`src/memStatPkg.sv`:
```
package memStatPkg;

   ////////////////////////////////////////////////////////////////////////
   // Memory status register location
   ////////////////////////////////////////////////////////////////////////

   // IO address 100000 octal on device 0
   localparam logic [19:0] statIoAddr = 20'o100000;
   localparam logic [3:0]  statDev    = 4'd0;

   ////////////////////////////////////////////////////////////////////////
   // Bit positions
   ////////////////////////////////////////////////////////////////////////

   // Parity error, read and write
   localparam int unsigned bitPe = 3;

   // ECC enable, read only
   localparam int unsigned bitEe = 4;

   // Power failure, write zero to clear
   localparam int unsigned bitPf = 12;

   // ECC disable, write only, sets EE inverted
   localparam int unsigned bitEd = 35;

   ////////////////////////////////////////////////////////////////////////
   // Reset values
   ////////////////////////////////////////////////////////////////////////

   // PF set at power up, ECC enabled
   localparam logic resetPe = 1'b0;
   localparam logic resetEe = 1'b1;
   localparam logic resetPf = 1'b1;

endpackage

```
`src/memStatusReg.sv`:
```
`timescale 1ns/1ps

module memStatusReg
(
   input  logic        clk,
   input  logic        rst,
   input  logic        clken,
   input  logic        statWe,
   input  logic [0:35] statWData,
   output logic [0:35] statWord
);

   // Only implemented status bits
   logic pe;
   logic ee;
   logic pf;

   ////////////////////////////////////////////////////////////////////////
   // Status bits
   ////////////////////////////////////////////////////////////////////////

   always_ff @(posedge clk)
   begin
      if (rst)
      begin
         pe <= memStatPkg::resetPe;
         ee <= memStatPkg::resetEe;
         pf <= memStatPkg::resetPf;
      end
      else if (clken && statWe)
      begin
         // PE written directly
         pe <= statWData[memStatPkg::bitPe];
         // EE is the inverse of ED
         ee <= ~statWData[memStatPkg::bitEd];
         // Zero clears PF, one leaves it alone
         pf <= statWData[memStatPkg::bitPf] & pf;
      end
   end

   ////////////////////////////////////////////////////////////////////////
   // Read word
   ////////////////////////////////////////////////////////////////////////

   // EH, UE, RE, ECP, FCB and ERA read as zero
   always_comb
   begin
      statWord = '0;
      statWord[memStatPkg::bitPe] = pe;
      statWord[memStatPkg::bitEe] = ee;
      statWord[memStatPkg::bitPf] = pf;
   end

endmodule

```
`config.mk`:
```
export PLATFORM = sky130hd
export DESIGN_NAME = memStatusReg
export DESIGN_NICKNAME = d
export VERILOG_FILES = /design/src/memStatPkg.sv /design/src/memStatusReg.sv
export SDC_FILE = /design/constraint.sdc
export NUM_CORES = 1
export LEC_CHECK = 0
export BUFFER_PORTS_ARGS = -buffer_cell sky130_fd_sc_hd__buf_2
export CAP_MARGIN = 20
export CORE_MARGIN = 2
export CORE_UTILIZATION = 22
export DETAILED_ROUTE_END_ITERATION = 8
export PLACE_DENSITY = 0.74
export SLEW_MARGIN = 5
export SYNTH_ARGS = -nofsm -noshare
export SYNTH_HDL_FRONTEND = slang
export SYNTH_SLANG_ARGS = --single-unit
```
`constraint.sdc`:
```
create_clock -name clk -period 0.8 [get_ports clk]
set_input_delay 0.08 -clock clk [delete_from_list [all_inputs] [get_ports clk]]
set_output_delay 0.08 -clock clk [all_outputs]
set_load 0.005 [all_outputs]
```
[Yosys cells after proc, flatten, opt, wreduce, memory -nomap -nowiden]
Cells that the tools add are included.
Word-level totals
  register bits: 3
  input bits: 40
  output and inout bits: 36
  logic and storage cells: 6
Cells by class
  bitwise gates (word level): 2
  reductions and logical operators: 1
Operators with widths (number)
  bitwise AND 1 bit: 1
  logical AND 1 bit: 1
  NOT 1 bit: 1

[Depth between registers and ports, before layout]
  depth in word-level cells: 1
  depth in mapped cells: 2
  depth with buffers taken out: 2

[Worst setup path after synthesis]
OpenSTA, ideal clock, no wires.
  path kind: register -> register
  start: reg pe (netlist name)
  end: reg pe
  setup time: 70 ps
  arrival: 613 ps
  required time: 730 ps
  path slack: 117 ps
  stages on the path, launching flop included: 3
  path buffers: 0
  period minus slack after synthesis: 683 ps
  cells stage by stage: dfxtp_1 a21bo_2 a21oi_1
RTL lines
  to (signal assigned): line memStatusReg.sv:26  | pe <= memStatPkg::resetPe;
  to (signal assigned): line memStatusReg.sv:33  | pe <= statWData[memStatPkg::bitPe];
  to (decl): line memStatusReg.sv:14  | logic pe;

[Worst setup path after layout]
  start: reg ee
  end: out statWord[4] in the netlist's numbering
RTL lines
  from (decl): line memStatusReg.sv:15  | logic ee;
  from (signal assigned): line memStatusReg.sv:27  | ee <= memStatPkg::resetEe;
  from (signal assigned): line memStatusReg.sv:35  | ee <= ~statWData[memStatPkg::bitEd];
  to (decl): line memStatusReg.sv:10  | output logic [0:35] statWord
No word-level cell between the ends.

==> reports/metrics.cfg <==
[cells_and_area]
antenna_cells = 0
final_area_um2 = 345.3
layout.nets = 99
syn_to_final_growth_pct = -12.10
fillers = 194
drive_above_1_share_pct = 24.14
instances_no_fill = 83

[synthesis]
netlist_area_um2 = 392.9
synth_cell_type_count = 10
ys.flop_type = dfxtp_1
synthSimpleGateAreaFrac_pct = 7.643
synth.most_common_cell = buf_4
synth_top_family_by_area = buffers and inverters
async_flop_share_pct = 0
synth-compound-area-share_pct = 7.325
syn_inst = 49
yosys.area.top_type_share_pct = 68.79
synthMuxAreaShare_pct = 0
synth-xor-area-share_pct = 0
synth_edf_count = 0
synth.largest_area_cell = buf_4
avgSynthCellArea_um2 = 8.018
synthTopCellsByCount = buf_4 (36), dfxtp_1 (3), a21oi_1 (2), nor2_1 (2)
synth.area.top_cells = buf_4 (69%), dfxtp_1 (15%), a21bo_2 (2.5%)
synth-seq-area-share_pct = 15.29
ys_ff_latch = 3
yosys_warnings = 0
synthAdderAreaFrac_pct = 0

[floorplan]
dieArea_mm2 = 0.002140
initial_core_util_pct = 23.00
io_pins = 76
die_x_um = 46.26
core-area_mm2 = 0.001708
die_h_um = 46.26
num_rows = 15

[power_and_ir_drop]
peakVddDrop_uv = 429.7
power_w = 0.0005067
p_leak_nw = 0.1990
power_density_mw_per_mm2 = 1467

[place]
dp_hpwl_um = 401.5
port_buffers = 9
dp.cells = 79
postPlaceCellArea_um2 = 319.1
gp_congestion = 0.5882

[cts]
cts_sinks = 3
cts-root-buf = clkbuf_4
cts_tree = built
cts_buffers = 3
insertion_delay_ns = 0.23
ctsHtreeMaxLevel = 1
cts_hold_buf = 0
clockBufferDepth = 2
cts_resized = 0
path_clk_slew_ns = 0.04
post-cts-setup-buffers = 0

[critical_path]
cp_top_family = flip-flops
cp_data_arrival_time_ns = 0.67
crit_slowest_cell = dfxtp_1
cp.required_ns = 0.72
path_class = reg2out
r2r-end = pe
cp-end-kind = output port
path_cells = buf_2
path_buf_inv = 1
slowest_delay_ns = 0.33
crit_path_max_fanout = 2
rr_startpoint = pe
reg2reg_depth = 2
worstSetupStartpointType = register
r2r_setup_slack_ns = 0.09

[sta]
fmax_ghz = 1.333
setup_viol = 0
final_hold_viol_count = 0
maxSlewViolCount = 0
rsz0062_at_grt = no
finalClockSkew_ns = 0
period_share_pct = 93.79
layout_min_cycle_time_ns = 0.7503
tns_ns = 0

[route]
drtIter0Drc = 0
via_per_inst = 2.699
avgRoutedWirePerCell_um = 5.145
dr_total_vias = 224
postRouteAntennaNets = 0
drtPass1Iterations = 1
routed_wl_um = 427
drc = 0

[hold_path]
hold_end = pe
min_path_type = in2reg
min_from = rst
whs_path_depth = 2

[status]
status = completed

[run]
drv_cap = 0

[global_routing]
grt_first_pass_wirelength_um = 538
first_global_vias = 161
grt_usage_pct = 3.975
grt_max_degree = 6
grt_antenna_before_repair = 0
grt-ovfl-total = 0

[layer usage]
metal  GRT usage, %  wire length (um)
met3          3.529                52
met5              0                 0
met1          1.617               102
met2          7.778               272
met4          3.429                 0
[registers in the layout, indices dropped and copies added, names as in the netlist]
register  count
pf            1
pe            1
ee            1
[area by class of cell]
cell class / instances / area (um^2) / share of cell area [%]
Multi-Input combinational cell: 42 / 182.7 / 52.90
Sequential cell: 3 / 60.06 / 17.39
Timing Repair Buffer: 9 / 45.04 / 13.04
Tap cell: 25 / 31.28 / 9.058
Clock buffer: 4 / 26.28 / 7.609
[logic make-up after synthesis]
group | Yosys count
AO/OA/AOI/OAI | 4
AND/OR/NAND/NOR | 5
other | 1
flip-flops | 3
buffers and inverters | 36
[metrics by stage]
step	hold slack, ns	setup slack (ns)	util, %
global placement	0.2978	0.09469	18.68
global route	0.06856	0.01375	20.22
CTS	0.06234	0.03225	20.22
detailed placement	0.3087	0.08119	18.68
finish	0.06521	0.04966	20.22
floorplan	0.1491	0.1169	-
[placed cells by master, fill, tap and decap left out]
master    count
o31a_1        1
and2_4        1
nor2_1        2
buf_2         9
clkbuf_4      3
conb_1       33
a21bo_2       1
nand3_1       1
dfxtp_1       3
nand4b_1      1
a21oi_1       2
clkbuf_1      1
[report_power, final]
group	switching, W	leakage, nW	internal [W]	total (W)
logic	0.0000557	0.159	0.0000266	0.0000823
clock network	0.0000758	0.0150	0.000187	0.000263
registers	0.00000345	0.0246	0.000158	0.000162
total	0.000135	0.199	0.000372	0.000507
[worst max-delay path by stage]
stage,start,end,slack [ns],cells past startpoint
5_1_grt,ee,statWord[4],0.01,1
3_3_place_gp,pe,pe,0.09,2
3_5_place_dp,pe,pe,0.08,2
6_report,ee,statWord[4],0.05,1
2_1_floorplan,pe,pe,0.12,2
4_1_cts,ee,statWord[4],0.03,1
Note: power is estimated with default switching activity, not from simulation.
