--- config.mk ---
export PLATFORM = sky130hd
export DESIGN_NAME = memAccessPipe
export DESIGN_NICKNAME = d
export VERILOG_FILES = /design/src/memBusPkg.sv /design/src/memAccessPipe.sv
export SDC_FILE = /design/constraint.sdc
export NUM_CORES = 1
export LEC_CHECK = 0
export BUFFER_PORTS_ARGS = -buffer_cell sky130_fd_sc_hd__buf_2
export CAP_MARGIN = 0
export CORE_MARGIN = 2
export CORE_UTILIZATION = 25
export DETAILED_ROUTE_END_ITERATION = 10
export GPL_ROUTABILITY_DRIVEN = 0
export PLACE_DENSITY_LB_ADDON = 0.25
export SYNTH_ARGS = -nofsm -noshare
export SYNTH_HDL_FRONTEND = slang
export SYNTH_SLANG_ARGS = --single-unit
--- constraint.sdc ---
create_clock -name clk -period 1.6 [get_ports clk]
set_clock_uncertainty 0.1 [all_clocks]
set_input_delay 0.16 -clock clk [delete_from_list [all_inputs] [get_ports clk]]
set_output_delay 0.16 -clock clk [all_outputs]
set_load 0.05 [all_outputs]
--- src/memBusPkg.sv ---
package memBusPkg;

   ////////////////////////////////////////////////////////////////////////
   // Bus word layout
   ////////////////////////////////////////////////////////////////////////

   // Address and data words, bit 0 is the MSB
   localparam int unsigned busWidth = 36;

   // Flag bits in the address word
   localparam int unsigned flagRead   = 3;
   localparam int unsigned flagWrTest = 4;
   localparam int unsigned flagWrite  = 5;
   localparam int unsigned flagIo     = 10;

   // IO device number field
   localparam int unsigned devMsb = 14;
   localparam int unsigned devLsb = 17;

   // Word address field, 20 bits
   localparam int unsigned addrMsb = 16;
   localparam int unsigned addrLsb = 35;

   ////////////////////////////////////////////////////////////////////////
   // Memory size
   ////////////////////////////////////////////////////////////////////////

   // Only 32K words are present
   localparam int unsigned ramAddrWidth = 15;
   localparam int unsigned ramWords     = 32768;

   ////////////////////////////////////////////////////////////////////////
   // Bus operations
   ////////////////////////////////////////////////////////////////////////

   // Decoded operation of one accepted request
   typedef enum logic [2:0]
   {
      opRead,
      opWrite,
      opWrTest,
      opStatRead,
      opStatWrite
   } memOp_t;

endpackage

--- src/memAccessPipe.sv ---
`timescale 1ns/1ps

module memAccessPipe
(
   input  logic                 clk,
   input  logic                 rst,
   input  logic                 clken,
   input  logic                 reqAccept,
   input  memBusPkg::memOp_t    reqOp,
   input  logic [14:0]          reqRamAddr,
   input  logic                 reqHighAddr,
   input  logic [0:35]          busDataIn,
   input  logic [0:35]          ramRData,
   input  logic [0:35]          statWord,
   output logic                 ramWe,
   output logic [14:0]          ramAddr,
   output logic [0:35]          ramWData,
   output logic                 statWe,
   output logic [0:35]          statWData,
   output logic                 busAck,
   output logic [0:35]          busDataOut
);

   // Stage 1, request issued to RAM and status register
   logic              s1Valid;
   memBusPkg::memOp_t s1Op;
   logic [0:35]       s1Data;

   // Tag that runs beside the RAM read register
   logic              tagValid;
   memBusPkg::memOp_t tagOp;
   logic [0:35]       tagData;

   // Return data before the output register
   logic [0:35]       ackData;

   ////////////////////////////////////////////////////////////////////////
   // Stage 1
   ////////////////////////////////////////////////////////////////////////

   always_ff @(posedge clk)
   begin
      if (rst)
      begin
         s1Valid <= 1'b0;
         ramWe   <= 1'b0;
         statWe  <= 1'b0;
      end
      else if (clken)
      begin
         s1Valid <= reqAccept;
         // Writes above 32K are acked but dropped
         ramWe   <= reqAccept && (reqOp == memBusPkg::opWrite) && !reqHighAddr;
         statWe  <= reqAccept && (reqOp == memBusPkg::opStatWrite);
      end
   end

   always_ff @(posedge clk)
   begin
      if (clken)
      begin
         s1Op    <= reqOp;
         ramAddr <= reqRamAddr;
         s1Data  <= busDataIn;
      end
   end

   // Same write data to both targets
   assign ramWData  = s1Data;
   assign statWData = s1Data;

   // Aligned with ramRData
   always_ff @(posedge clk)
   begin
      if (rst)
      begin
         tagValid <= 1'b0;
      end
      else if (clken)
      begin
         tagValid <= s1Valid;
      end
   end

   always_ff @(posedge clk)
   begin
      if (clken)
      begin
         tagOp   <= s1Op;
         tagData <= s1Data;
      end
   end

   ////////////////////////////////////////////////////////////////////////
   // Stage 2
   ////////////////////////////////////////////////////////////////////////

   // Status word already holds any write from stage 1
   always_comb
   begin
      case (tagOp)
         memBusPkg::opStatRead: ackData = statWord;
         memBusPkg::opRead,
         memBusPkg::opWrTest:   ackData = ramRData;
         default:               ackData = tagData;
      endcase
   end

   always_ff @(posedge clk)
   begin
      if (rst)
      begin
         busAck <= 1'b0;
      end
      else if (clken)
      begin
         busAck <= tagValid;
      end
   end

   always_ff @(posedge clk)
   begin
      if (clken)
      begin
         busDataOut <= ackData;
      end
   end

endmodule

# Word level (Yosys, flattened, before mapping)
# Cells that the tools add are included.
# Widths: inputs -> output; s select.
[word_totals]
inputBits = 131
word_cells = 22
register_bits = 134
out_inout_bits = 126
[classes]
n_reduce_logical = 6
mux = 1
eq_ne = 4
[ops]
columns = ["op", "n"]
rows = [
  ["$pmux 36 s2", 1],
  ["$eq 3x2->1 const B", 2],
  ["$eq 3x1->1 const B", 1],
  ["$eq 3x3->1 const B", 1],
  ["$logic_and 1x1->1", 3],
  ["$logic_not 3->1", 1],
  ["$reduce_or 2->1", 1],
  ["$logic_not 1->1", 1],
]

# Longest topological paths before layout
[depth]
word_depth = 3
ltp_mapped = 6
mapped_depth_nobuf = 3

# Worst setup path before layout
# Ideal clock, no wire load.
[synth_timing]
kind = "register to register"
startpoint = "reg tagOp[0]"
endpoint = "reg busDataOut[0] (netlist bit) (data pin)"
path_stages_with_launch = 6
arrival_time_ps = 970
slack_ps = 267
t_required_ps = 1237
n_path_buf = 2
setup_ps = 263
period_less_slack_ps = 1333
path_cell_list = "edfxtp_1 -> nor2b_2 -> buf_6 -> buf_6 -> a22oi_2 -> nand3_1"
[synth_via]
elab_chain_len = 3
elab_cells_between_ends = 5
classes_between = "2 x eq/ne; 1 x mux; 2 x reduce/logical"
[synth_rtl]
columns = ["item", "line_no", "source"]
rows = [
  ["start, declared", "memAccessPipe.sv:31", "memBusPkg::memOp_t tagOp;"],
  ["start signal, assigned", "memAccessPipe.sv:89", "tagOp <= s1Op;"],
  ["$eq 3x2->1 or $logic_not 3->1 (tied branches)", "memAccessPipe.sv:101", "case (tagOp)"],
  ["$reduce_or 2->1", "memAccessPipe.sv:101", ""],
  ["$pmux 36 s2 (*)", "memAccessPipe.sv:101", ""],
  ["via ackData (one bit)", "memAccessPipe.sv:35", "logic [0:35] ackData;"],
  ["end signal, assigned", "memAccessPipe.sv:125", "busDataOut <= ackData;"],
  ["end, declared", "memAccessPipe.sv:21", "output logic [0:35] busDataOut"],
]
# The timed path passes the listed nets; every way through them passes the cells marked *.
# A chain may end at the register's enable or synchronous reset.

# Worst setup path after layout
[layout_timing]
startpoint = "in reqOp[1]"
endpoint = "reg ramWe"
[layout_via]
elab_chain_len = 3
[layout_rtl]
columns = ["item", "line_no", "source"]
rows = [
  ["start, declared", "memAccessPipe.sv:9", "input memBusPkg::memOp_t reqOp,"],
  ["$eq 3x1->1", "memAccessPipe.sv:53", "ramWe <= reqAccept && (reqOp == memBusPkg::opWrite) && !reqHighAddr;"],
  ["$logic_and 1x1->1 (2 in a row)", "memAccessPipe.sv:53", ""],
  ["end signal, assigned", "memAccessPipe.sv:53", ""],
  ["end, declared", "memAccessPipe.sv:15", "output logic ramWe,"],
]
# No other way between the ends.

==> impl_metrics.csv <==
group,metric,value,unit
sta,slew_viol_final,0,
cts,clockBufferDepth,2,
critical_path,critPathCapture,"ramWe",
floorplanning,ios,257,
finish,num-fill-cells,2068,
critical_path,worstSetupPathType,"input port to flop",
critical_path,critical_path.startpoint,"reqOp[1]",
global_routing,track_usage,13.58,%
sta,slew_headroom,68.67,%
sta,final.setup.tns,0,ns
synth,synth_enable_flop_cells,129,
synth,async_flop_share,0,%
routing,route.detailed.drc,0,
power_and_ir_drop,ir_worst_vdd,0.5760,mV
synth,yosys.area.top_type_share,69.43,%
critical_path,rr_worst_depth,5,
synth,syn_nets,485,
floorplanning,die_h,153.4,um
sta,period_minus_slack,1.530,ns
synth,synth_area_leaders,"edfxtp_1 69%, a22oi_2 6.7%, nand4b_1 5.8%",
sta,tightest_slew,0.4699,ns
synth,synth_top_cells_by_count,"129 x edfxtp_1, 37 x buf_4, 37 x nand4b_1",
global_routing,grt_max_degree,43,
critical_path,reg2reg_setup_slack,0.10,ns
power_and_ir_drop,p_per_area,1153,mW/mm^2
cts,cts_made_buffers,17,
placement,dp_cells,842,
sta,timing.final.crit_share,95.65,%
placement,portBuffers,256,
critical_path,path_delay_family,"buffers and inverters",
placement,place_ws,-0.1591,ns
finish,finalNetCount,845,
sta,fmax,0.6534,GHz
finish,synthToLayoutAreaGrowth,59.54,%
global_routing,antenna_found_initial,0,
sta,hold_viol_final,0,
critical_path,reg2reg_to,"busDataOut[10]",
sta,whs,0.02570,ns
cts,clk_latency,0.41,ns
routing,dr.first_iter.drc_count,183,
critical_path,cp_cell_sequence,"dlygate4sd3_1, buf_2, nor2b_1, nand4_1, a21oi_1, dlygate4sd3_1",
critical_path,slowest_delay,0.55,ns
routing,vias,4394,
power_and_ir_drop,p_leak,3.640,nW
finish,final_core_util,40.66,%
finish,final_cell_area,0.008901,mm^2
critical_path,critical_path_arrival,1.79,ns
finish,drive_gt1_share,46.49,%
placement,dp_hpwl,10200,um
global_routing,grt_pass1_vias,4611,
synth,yosysWarningCount,0,
synth,ys_seq_elements,134,
placement,dpl-instance-area,0.006938,mm^2
floorplanning,fp.dieW,153.4,um
floorplanning,fp.coreArea,0.02189,mm^2
critical_path,crit_cells,6,
synth,yosysTopAreaCell,"edfxtp_1",
run_status,outcome,"completed",
sta,layout_setup_ws,0.06956,ns
synth,synth.most_common_cell,"edfxtp_1",
routing,routed_via_density,4.359,
power_and_ir_drop,finalPower,10.27,mW
floorplanning,dieArea,0.02353,mm^2
cts,cts_tree,"yes",
routing,dr.pass1.iters,4,
synth,syn_avg_cell_area,15.76,um^2
synth,syn_inst,354,
critical_path,crit_buf_inv,3,
hold_path,holdCritPathClass,"input port to flop",
synth,synthesis.area,0.005579,mm^2
cts,numClockSinks,134,
synth,synth-seq-area-share,71.23,%
global_routing,grt_pass1_wl,24520,um
critical_path,startpoint_type,"input port",
critical_path,crit_fanout,2,
routing,post_drt_wl_per_cell,15.98,um
routing,final_antenna_net_count,0,
routing,drt_wl_total,16100,um
critical_path,critPathRequiredTime,1.86,ns
sta,finalSetupViolations,0,
floorplanning,initial_core_util,25.49,%
cts,h-tree-depth,4,
global_routing,grt_remaining_overflow,0,
cts,path_clk_slew,0.06,ns
critical_path,crit_path_end_kind,"flop",
floorplanning,rows,54,
finish,final_cells,1008,
synth,synthDistinctLibCells,19,
run,maxCapViolCount,0,
critical_path,cp_common_cell,"dlygate4sd3_1",
sta,rsz0062_at_grt,"no",
cts,cts_root_buf,"clkbuf_16",
critical_path,reg2reg_from,"tagOp[2]",
critical_path,cp_slowest_cell,"dlygate4sd3_1",
synth,synth_ff_type,"edfxtp_1",
[worst min-delay path by stage]
stage | from | endpoint | slack (ns) | cells after the start
final | clken | ramWData[17] | 0.03 | 1
after CTS | statWord[29] | busDataOut[29] | 0.007 | 3
after detailed placement | busDataIn[1] | ramWData[1] | 0.24 | 1
after global routing | clken | ramWData[17] | 0.01 | 1
after floorplan | rst | ramWe | 0.13 | 1
after global placement | busDataIn[4] | ramWData[4] | 0.24 | 1
[flip-flops by register name, summed over array words and instances (netlist names)]
signal      count
tagValid        1
s1Op            3
busDataOut     36
ramWData       36
tagData        36
s1Valid         1
statWe          1
tagOp           3
busAck          1
ramAddr        15
ramWe           1
[layer usage]
layer  wire length [um]  part of all wire (%)  global-route usage (%)
met3                799                   5.0                   3.147
met5                  0                     0                       0
met1               6526                    41                   15.40
met4                383                   2.4                   6.553
met2               8394                    52                   24.06
[logic make-up (layout without fill, tap and decap cells)]
family                 after synthesis  count (layout)  synth area share [%]
buffers and inverters               60             432                 7.827
flip-flops                         134             134                 71.23
other                                0               1                     0
AND/OR/NAND/NOR                    119             120                 12.69
multiplexers                         3               3                0.5383
AO/OA/AOI/OAI                       38              38                 7.715
[placed cells by master (no fill, tap or decap), types with 3 or more instances in the layout]
master	n
nor2_1	4
edfxtp_1	129
a22oi_1	6
nand4b_1	37
buf_12	9
dfxtp_1	5
buf_4	8
clkinvlp_4	3
a22oi_2	30
mux2i_1	3
dlygate4sd3_1	126
buf_2	255
clkbuf_16	20
nand2_1	36
nand3_1	36
inv_6	4
[what timing repair did]
action                                 in CTS  in global routing
pin swaps                                   2                  0
buffers inserted                            5                  1
resized for setup                           1                  0
endpoints found under the hold margin      95                  0
gates cloned                                1                  0
setup endpoints to repair                  36                 36
hold buffers                              126                  0
[cell type report]
class / instances / area [um^2] / area share (%)
sequential: 134 / 3974 / 44.64
timing repair buffer: 400 / 2800 / 31.46
multi-input combinational: 161 / 1185 / 13.31
clock buffer: 21 / 504.2 / 5.665
tap: 280 / 350.3 / 3.936
clock inverter: 11 / 85.08 / 0.9559
antenna: 1 / 2.502 / 0.02811
[report_power, final]
group	leakage (nW)	internal, mW	switching (mW)
clock network	0.282	2.28	1.58
logic	2.05	0.685	1.40
registers	1.31	4.18	0.141
total	3.64	7.15	3.12
Power figures use the tool's default switching activity.
