### config.mk
export PLATFORM = sky130hd
export DESIGN_NAME = memBusDecode
export DESIGN_NICKNAME = d
export VERILOG_FILES = /design/src/memBusPkg.sv /design/src/memStatPkg.sv /design/src/memBusDecode.sv
export SDC_FILE = /design/constraint.sdc
export NUM_CORES = 1
export LEC_CHECK = 0
export BUFFER_PORTS_ARGS = -buffer_cell sky130_fd_sc_hd__buf_2
export CELL_PAD_IN_SITES_DETAIL_PLACEMENT = 1
export CELL_PAD_IN_SITES_GLOBAL_PLACEMENT = 2
export CORE_MARGIN = 5
export CORE_UTILIZATION = 10
export DETAILED_ROUTE_END_ITERATION = 8
export PLACE_DENSITY_LB_ADDON = 0.2
export SYNTH_ARGS = -nofsm -noshare
export SYNTH_HDL_FRONTEND = slang
export SYNTH_SLANG_ARGS = --single-unit
### constraint.sdc
create_clock -name vclk -period 1.3
set_input_delay 0.195 -clock vclk [all_inputs]
set_output_delay 0.195 -clock vclk [all_outputs]
set_load 0.1 [all_outputs]
### src/memBusPkg.sv
package memBusPkg;

   ////////////////////////////////////////////////////////////////////////
   // Bus word layout
   ////////////////////////////////////////////////////////////////////////

   // Address and data words, bit 0 is the MSB
   localparam int unsigned busWidth = 36;

   // Flag bits in the address word
   localparam int unsigned flagRead   = 3;
   localparam int unsigned flagWrTest = 4;
   localparam int unsigned flagWrite  = 5;
   localparam int unsigned flagIo     = 10;

   // IO device number field
   localparam int unsigned devMsb = 14;
   localparam int unsigned devLsb = 17;

   // Word address field, 20 bits
   localparam int unsigned addrMsb = 16;
   localparam int unsigned addrLsb = 35;

   ////////////////////////////////////////////////////////////////////////
   // Memory size
   ////////////////////////////////////////////////////////////////////////

   // Only 32K words are present
   localparam int unsigned ramAddrWidth = 15;
   localparam int unsigned ramWords     = 32768;

   ////////////////////////////////////////////////////////////////////////
   // Bus operations
   ////////////////////////////////////////////////////////////////////////

   // Decoded operation of one accepted request
   typedef enum logic [2:0]
   {
      opRead,
      opWrite,
      opWrTest,
      opStatRead,
      opStatWrite
   } memOp_t;

endpackage

### src/memStatPkg.sv
package memStatPkg;

   ////////////////////////////////////////////////////////////////////////
   // Memory status register location
   ////////////////////////////////////////////////////////////////////////

   // IO address 100000 octal on device 0
   localparam logic [19:0] statIoAddr = 20'o100000;
   localparam logic [3:0]  statDev    = 4'd0;

   ////////////////////////////////////////////////////////////////////////
   // Bit positions
   ////////////////////////////////////////////////////////////////////////

   // Parity error, read and write
   localparam int unsigned bitPe = 3;

   // ECC enable, read only
   localparam int unsigned bitEe = 4;

   // Power failure, write zero to clear
   localparam int unsigned bitPf = 12;

   // ECC disable, write only, sets EE inverted
   localparam int unsigned bitEd = 35;

   ////////////////////////////////////////////////////////////////////////
   // Reset values
   ////////////////////////////////////////////////////////////////////////

   // PF set at power up, ECC enabled
   localparam logic resetPe = 1'b0;
   localparam logic resetEe = 1'b1;
   localparam logic resetPf = 1'b1;

endpackage

### src/memBusDecode.sv
`timescale 1ns/1ps

module memBusDecode
(
   input  logic                 busReq,
   input  logic [0:35]          busAddr,
   output logic                 reqAccept,
   output memBusPkg::memOp_t    reqOp,
   output logic [14:0]          reqRamAddr,
   output logic                 reqHighAddr
);

   // Flags from the address word
   logic isRead;
   logic isWrTest;
   logic isWrite;
   logic isIo;

   // Device and word address fields
   logic [0:3]  devField;
   logic [19:0] wordAddr;

   // Status register selected
   logic statHit;

   // Request qualifies before busReq is applied
   logic opValid;

   assign isRead   = busAddr[memBusPkg::flagRead];
   assign isWrTest = busAddr[memBusPkg::flagWrTest];
   assign isWrite  = busAddr[memBusPkg::flagWrite];
   assign isIo     = busAddr[memBusPkg::flagIo];

   assign devField = busAddr[memBusPkg::devMsb:memBusPkg::devLsb];
   assign wordAddr = busAddr[memBusPkg::addrMsb:memBusPkg::addrLsb];

   // Device 0 at IO address 100000
   assign statHit = (devField == memStatPkg::statDev) &&
                    (wordAddr == memStatPkg::statIoAddr);

   // Only comparison against memory size
   assign reqHighAddr = (wordAddr >= 20'(memBusPkg::ramWords));

   // Low bits index the RAM
   assign reqRamAddr = wordAddr[memBusPkg::ramAddrWidth-1:0];

   ////////////////////////////////////////////////////////////////////////
   // Operation select
   ////////////////////////////////////////////////////////////////////////

   always_comb
   begin
      reqOp   = memBusPkg::opRead;
      opValid = 1'b0;
      if (isIo)
      begin
         // Other IO devices see nothing here
         if (statHit && isWrite)
         begin
            reqOp   = memBusPkg::opStatWrite;
            opValid = 1'b1;
         end
         else if (statHit && isRead)
         begin
            reqOp   = memBusPkg::opStatRead;
            opValid = 1'b1;
         end
      end
      else if (isWrite)
      begin
         // Any address, high ones never reach the RAM
         reqOp   = memBusPkg::opWrite;
         opValid = 1'b1;
      end
      else if (isWrTest)
      begin
         reqOp   = memBusPkg::opWrTest;
         opValid = 1'b1;
      end
      else if (isRead && !reqHighAddr)
      begin
         // Reads above 32K give no ack, i.e. NXM
         reqOp   = memBusPkg::opRead;
         opValid = 1'b1;
      end
   end

   assign reqAccept = busReq && opValid;

endmodule

Word level (Yosys, flattened, before mapping). Cells that the tools add are included.

Multiplexer cells: 11. Magnitude comparators: 1. Reduce and logical (&&, ||, !) cells: 7. Eq/ne operators: 1.

Operator list (count): equality test 20 x 16 -> 1 bit (second input constant) (1); greater-or-equal comparator 20 x 16 -> 1 bit (second input constant) (1); two-way mux 1 bit (6); two-way mux 2 bit (3); two-way mux 3 bit (2); logical AND 1 bit (5); logical NOT 4 bit (1); logical NOT 1 bit (1).

Logic and storage cells: 20. Register bits after elaboration: 0.

Longest topological paths before layout. Gate-level depths: netlist (run 1).

Depth in word-level cells: 8. Gate-level depth with buffers: 4.

Worst setup path after synthesis (run 1). OpenSTA, ideal clock, no wires.

Path type: input port to output port. Start: in busAddr[15] (netlist bit). End: out reqOp[2]. Cell stages on the path: 3. Arrival time: 1.816 ns. Buffers on the path: 0. Data required time: 1.105 ns. Slack: -0.711 ns. Cell sequence: or4_4 nor4_4 and3_1.

Word-level cells in the longest chain between the ends: 5.

Ends and longest elaborated chain: start, declared (RTL line memBusDecode.sv:6) `input logic [0:35] busAddr,`; logical NOT 4 bit (RTL line memBusDecode.sv:38) `assign statHit = (devField == memStatPkg::statDev) &&`; logical AND 1 bit (RTL line memBusDecode.sv:38); logical AND 1 bit (RTL line memBusDecode.sv:58) `if (statHit && isWrite)`; two-way mux 3 bit (RTL line memBusDecode.sv:58); two-way mux 3 bit (RTL line memBusDecode.sv:55) `if (isIo)`; end, declared (RTL line memBusDecode.sv:8) `output memBusPkg::memOp_t reqOp,`.

Every way passes these cells.

Final worst setup path (run 1). Same ends and word-level chain as after synthesis.

==> out/results.tsv, run 1 <==
metric	value	unit
hold depth	2	
core area	0.00252	mm^2
DRC	0	
MaxCap Viol Count	0	
final-report hold violation count	0	
worst vdd ir	0.171	mV
startpoint types	primary input	
Post-Syn Nets	71	
crit end category	output port	
final hold slack	761	ps
Layout Area Growth over Synthesis	127	%
Lkg Pwr	0.300	nW
Nets	110	
Final min period	1750	ps
antenna viol nets, final	0	
Final HPWL DP	1070	um
register area share after synthesis	0	%
Slew HR	67.3	%
Synth Warn #	0	
Die H	61.7	um
total design power	367	uW
Critical Path RT	1110	ps
io pins	57	
synthesized area	268	um^2
die area	0.00381	mm^2
PortBufs	47	
failing checks	negative setup slack	
1st-pass router iterations	2	
RSZ-0062 raised after global routing	true	
drt via density	3.73	
Rows	18	
CP Max Fanout	4	
worst min-delay path category	primary input to output port	
post-route setup slack	-454	ps
GP Congestion	0.609	
Setup Viol. Count Final	4	
hold buffers post-CTS	0	
GRT Total Usage	5.45	%
DR vias	377	
Storage cell area	0	um^2
initial core utilization	10.6	%
# diodes	0	
initial antenna violation count	0	
Arr. time, crit path	1560	ps
Avg Cell Area, Syn	7.88	um^2
clkbuf count	0	
largest net degree at the start of global routing	6	
FF+latch count	0	
Detailed Route Iter0 Violations	1	
cell area power density	605	mW/mm^2
outcome	finished with violations	
ratio of cells with drive above 1 in the final layout	87.3	%
Crit Path Category	primary input to output port	
grt ovf	0	
Routed wire per std cell	11.2	um
Die X	61.7	um
cells after synthesis	34	
DP Worst Slack	-558	ps
Yosys cell types	16	
fin crit share	135	%
first-pass GRT wire length	1670	um
fmax	570	MHz
fin. max-slew vios	0	
Routed WL	1130	um
vias in the first global route	408	
worst-margin pin slew	494	ps
==> synth_stat cells, drive strengths merged <==
cell type	instances	share of area (%)
nor3b	1	2.8
nor2b	2	4.7
nand4	1	2.3
a221o	1	3.7
nor4b	1	3.3
nand2	1	1.4
inv	2	2.8
or4	1	4.2
o211a	1	3.7
nor4	4	17
a31o	2	6.5
a21o	1	2.8
and3	1	2.3
buf	15	42
==> worst paths after layout <==
check	start	to	slack, ps
worst max-delay path	busAddr[15]	reqOp[2]	-450
worst min-delay path	busAddr[33]	reqRamAddr[2]	760
==> worst max-delay path, stage by stage <==
cell and delay, ps:
buf_6 90, or4_4 530, nor4_4 210, buf_4 170
and3_4 200, buf_12 170
==> layer usage <==
layer  track usage [%]  part of all wire [%]
met5                 0                     0
met2              11.4                    57
met1              6.53                    30
met3                 0                    12
met4                 0                     0
==> repair_timing <==
item | in CTS | in global routing
endpoints found under the setup margin | 5 | 4
resized for setup | 5 | 3
setup buffers | 1 | 0
pin swaps | 2 | 2
==> cell usage in the layout, fill, tap and decap left out <==
| cell | count |
|---|---|
| buf_6 | 4 |
| buf_4 | 6 |
| a21o_1 | 1 |
| nand2_2 | 1 |
| buf_12 | 4 |
| nor4_4 | 2 |
| nor4_2 | 1 |
| o211a_4 | 1 |
| buf_2 | 38 |
| inv_1 | 2 |
| nand4_1 | 1 |
| and3_4 | 1 |
| a221o_1 | 1 |
| a31o_4 | 2 |
| nor2b_1 | 2 |
| nor4_1 | 1 |
| nor3b_1 | 1 |
| or4_4 | 1 |
| nor4b_2 | 1 |
==> per-stage QoR <==
| step | instance area (um^2) | TNS, ps | instances | utilization, % |
|---|---|---|---|---|
| floorplan | 300 | -1420 | 34 | - |
| global placement | 558 | -2330 | 101 | 22.1 |
| detailed placement | 558 | -2180 | 101 | 22.1 |
| CTS | 588 | -1740 | 101 | 23.3 |
| global route | 607 | -1970 | 101 | 24.1 |
| finish | 607 | -1690 | 101 | 24.1 |
==> power breakdown <==
group | switching, mW | internal, mW | leakage (nW)
Combinational | 0.272 | 0.0953 | 0.300
Clock | 0 | 0 | 0
Sequential | 0 | 0 | 0
Total | 0.272 | 0.0953 | 0.300
==> cell families after synthesis <==
kind of cell	Yosys count	synth area share (%)
simple gates	12	38.3
buf+inv	17	44.9
compound gates	5	16.8
==> cell type report <==
type,count,area (um^2)
inverters,2,7.51
multi-input cells,17,201
well taps,30,37.5
fillers,318,1920
repair buffers,52,360
Note: power is estimated with default switching activity, not from simulation.
==> run 2, diff against run 1 <==
--- a/config.mk
+++ b/config.mk
@@ -8,6 +8,7 @@
 export BUFFER_PORTS_ARGS = -buffer_cell sky130_fd_sc_hd__buf_2
 export CELL_PAD_IN_SITES_DETAIL_PLACEMENT = 1
 export CELL_PAD_IN_SITES_GLOBAL_PLACEMENT = 2
+export CORE_ASPECT_RATIO = 2
 export CORE_MARGIN = 5
 export CORE_UTILIZATION = 10
 export DETAILED_ROUTE_END_ITERATION = 8
==> run 2 against run 1 <==
  * The run still ends with negative setup slack left
  * Total power is 3.6% higher
  * Routed wire length is 10% higher
  * Combinational power is 4% higher
  * Die area is 1.7% higher
  * Design area is 6.4% higher
  * Global-route usage is 0.072 points higher
  * First-iteration DRC count stayed put
  * Maximum frequency is 0.54% lower
  * Cell count is 2.0% lower
  * Hold slack better by 2.8 ps
  * Sequential cell count stayed put
  * Critical endpoint unchanged
==> out/results.tsv, run 2 (synthesized netlist as in run 1, its figures left out) <==
metric	value	unit
outcome	finished with violations	
failing checks	negative setup slack	
CP Max Fanout	4	
Crit Path Category	primary input to output port	
Layout fillers	314	
Die H	83.2	um
CP Depth	6	
Post-Layout Cell Count	99	
Detailed Route Iter0 Violations	1	
startpoint types	primary input	
core area	0.00257	mm^2
Final min period	1760	ps
crit path from	busAddr[33]	
Lkg Pwr	0.322	nW
Die X	46.6	um
final core occ	25.1	%
first-pass GRT wire length	1710	um
GRT Total Usage	5.53	%
FF+latch count	0	
worst-margin pin slew	491	ps
fin crit share	136	%
cell count after placement	99	
Final HPWL DP	1140	um
die area	0.00388	mm^2
Routed WL	1240	um
PortBufs	47	
Storage cell area	0	um^2
crit end category	output port	
CP Cell Sequence	buf_6 > or4_4 > nor4_4 > buf_4 > and3_4 > buf_12	
antenna viol nets, final	0	
Setup Viol. Count Final	4	
Arr. time, crit path	1570	ps
ratio of cells with drive above 1 in the final layout	87.3	%
internal power	103	uW
most common library cell in the layout ignoring fill and taps	buf_2	
initial antenna violation count	0	
Rows	26	
GP Congestion	0.700	
vias in the first global route	407	
combinational power share	100.0	%
MaxCap Viol Count	0	
delay-heaviest family, CP	simple AND/OR/NAND/NOR gates	
Sw Share	72.9	%
# diodes	0	
Slew HR	67.5	%
cell area power density	589	mW/mm^2
slowest CP cell	or4_4	
Routed wire per std cell	12.6	um
DR vias	388	
crit path capture	reqOp[2]	
largest net degree at the start of global routing	6	
Net Sw Power	277	uW
grt ovf	0	
post-route setup slack	-463	ps
fmax	567	MHz
CP max stage delay	540	ps
clkbuf count	0	
fin. max-slew vios	0	
io pins	57	
clock share of power	0	%
final-report hold violation count	0	
1st-pass router iterations	3	
commonest cells after routing, fill and taps aside	37 x buf_2, 6 x buf_12, 5 x buf_4, 4 x buf_6, 3 x nor4_4	
drt via density	3.92	
DRC	0	
worst vdd ir	0.173	mV
Nets	110	
Critical Path RT	1110	ps
RSZ-0062 raised after global routing	true	
Layout Area Growth over Synthesis	141	%
Buf/Inv on CP	3	
worst min-delay path category	primary input to output port	
sequential power share	0	%
initial core utilization	10.4	%
run 2: layout make-up:
class / count / area (um^2) / share of cell area, %
repair buffers: 52 / 388 / 60.1
multi-input cells: 17 / 215 / 33.3
well taps: 28 / 35.0 / 5.43
inverters: 2 / 7.51 / 1.16
run 2: how the worst min path moves through the flow:
| stage | startpoint | endpoint | cells past startpoint |
|---|---|---|---|
| after global routing | busAddr[33] | reqRamAddr[2] | 2 |
| after global placement | busAddr[30] | reqRamAddr[5] | 3 |
| after CTS | busAddr[27] | reqRamAddr[8] | 2 |
| after floorplan | busAddr[35] | reqRamAddr[0] | 1 |
| final | busAddr[33] | reqRamAddr[2] | 2 |
| after detailed placement | busAddr[30] | reqRamAddr[5] | 3 |
run 2: timing repair:
action                                 CTS  global route
resized for setup                        8             5
pin swaps                                4             5
gates cloned                             0             0
endpoints found under the hold margin    0             0
buffers inserted                         2             0
hold buffers                             0             0
setup endpoints to repair                5             5
run 2: stage by stage:
step / power (mW) / setup TNS [ps] / setup WS, ps / area [um^2] / hold WS, ps
after floorplan: 0.282 / -1420 / -379 / 300 / 602
after global placement: 0.363 / -2270 / -571 / 571 / 748
after detailed placement: 0.365 / -2350 / -592 / 571 / 752
after CTS: 0.379 / -1810 / -478 / 627 / 778
after global routing: 0.393 / -2030 / -538 / 646 / 765
final: 0.380 / -1750 / -463 / 646 / 764
run 2: power groups by stage:
stage | combinational [mW] | sequential [mW] | clock (mW)
after global routing | 0.393 | 0 | 0
final | 0.380 | 0 | 0
after detailed placement | 0.365 | 0 | 0
after floorplan | 0.282 | 0 | 0
after global placement | 0.363 | 0 | 0
after CTS | 0.379 | 0 | 0
run 2: per-layer routing:
metal  vias up  part of all wire (%)  track usage (%)
li1        185                     -                -
met1       175                    28             5.42
met2        28                    59             11.7
met3         0                    13            0.433
met4         0                     0                0
met5         -                     0                0
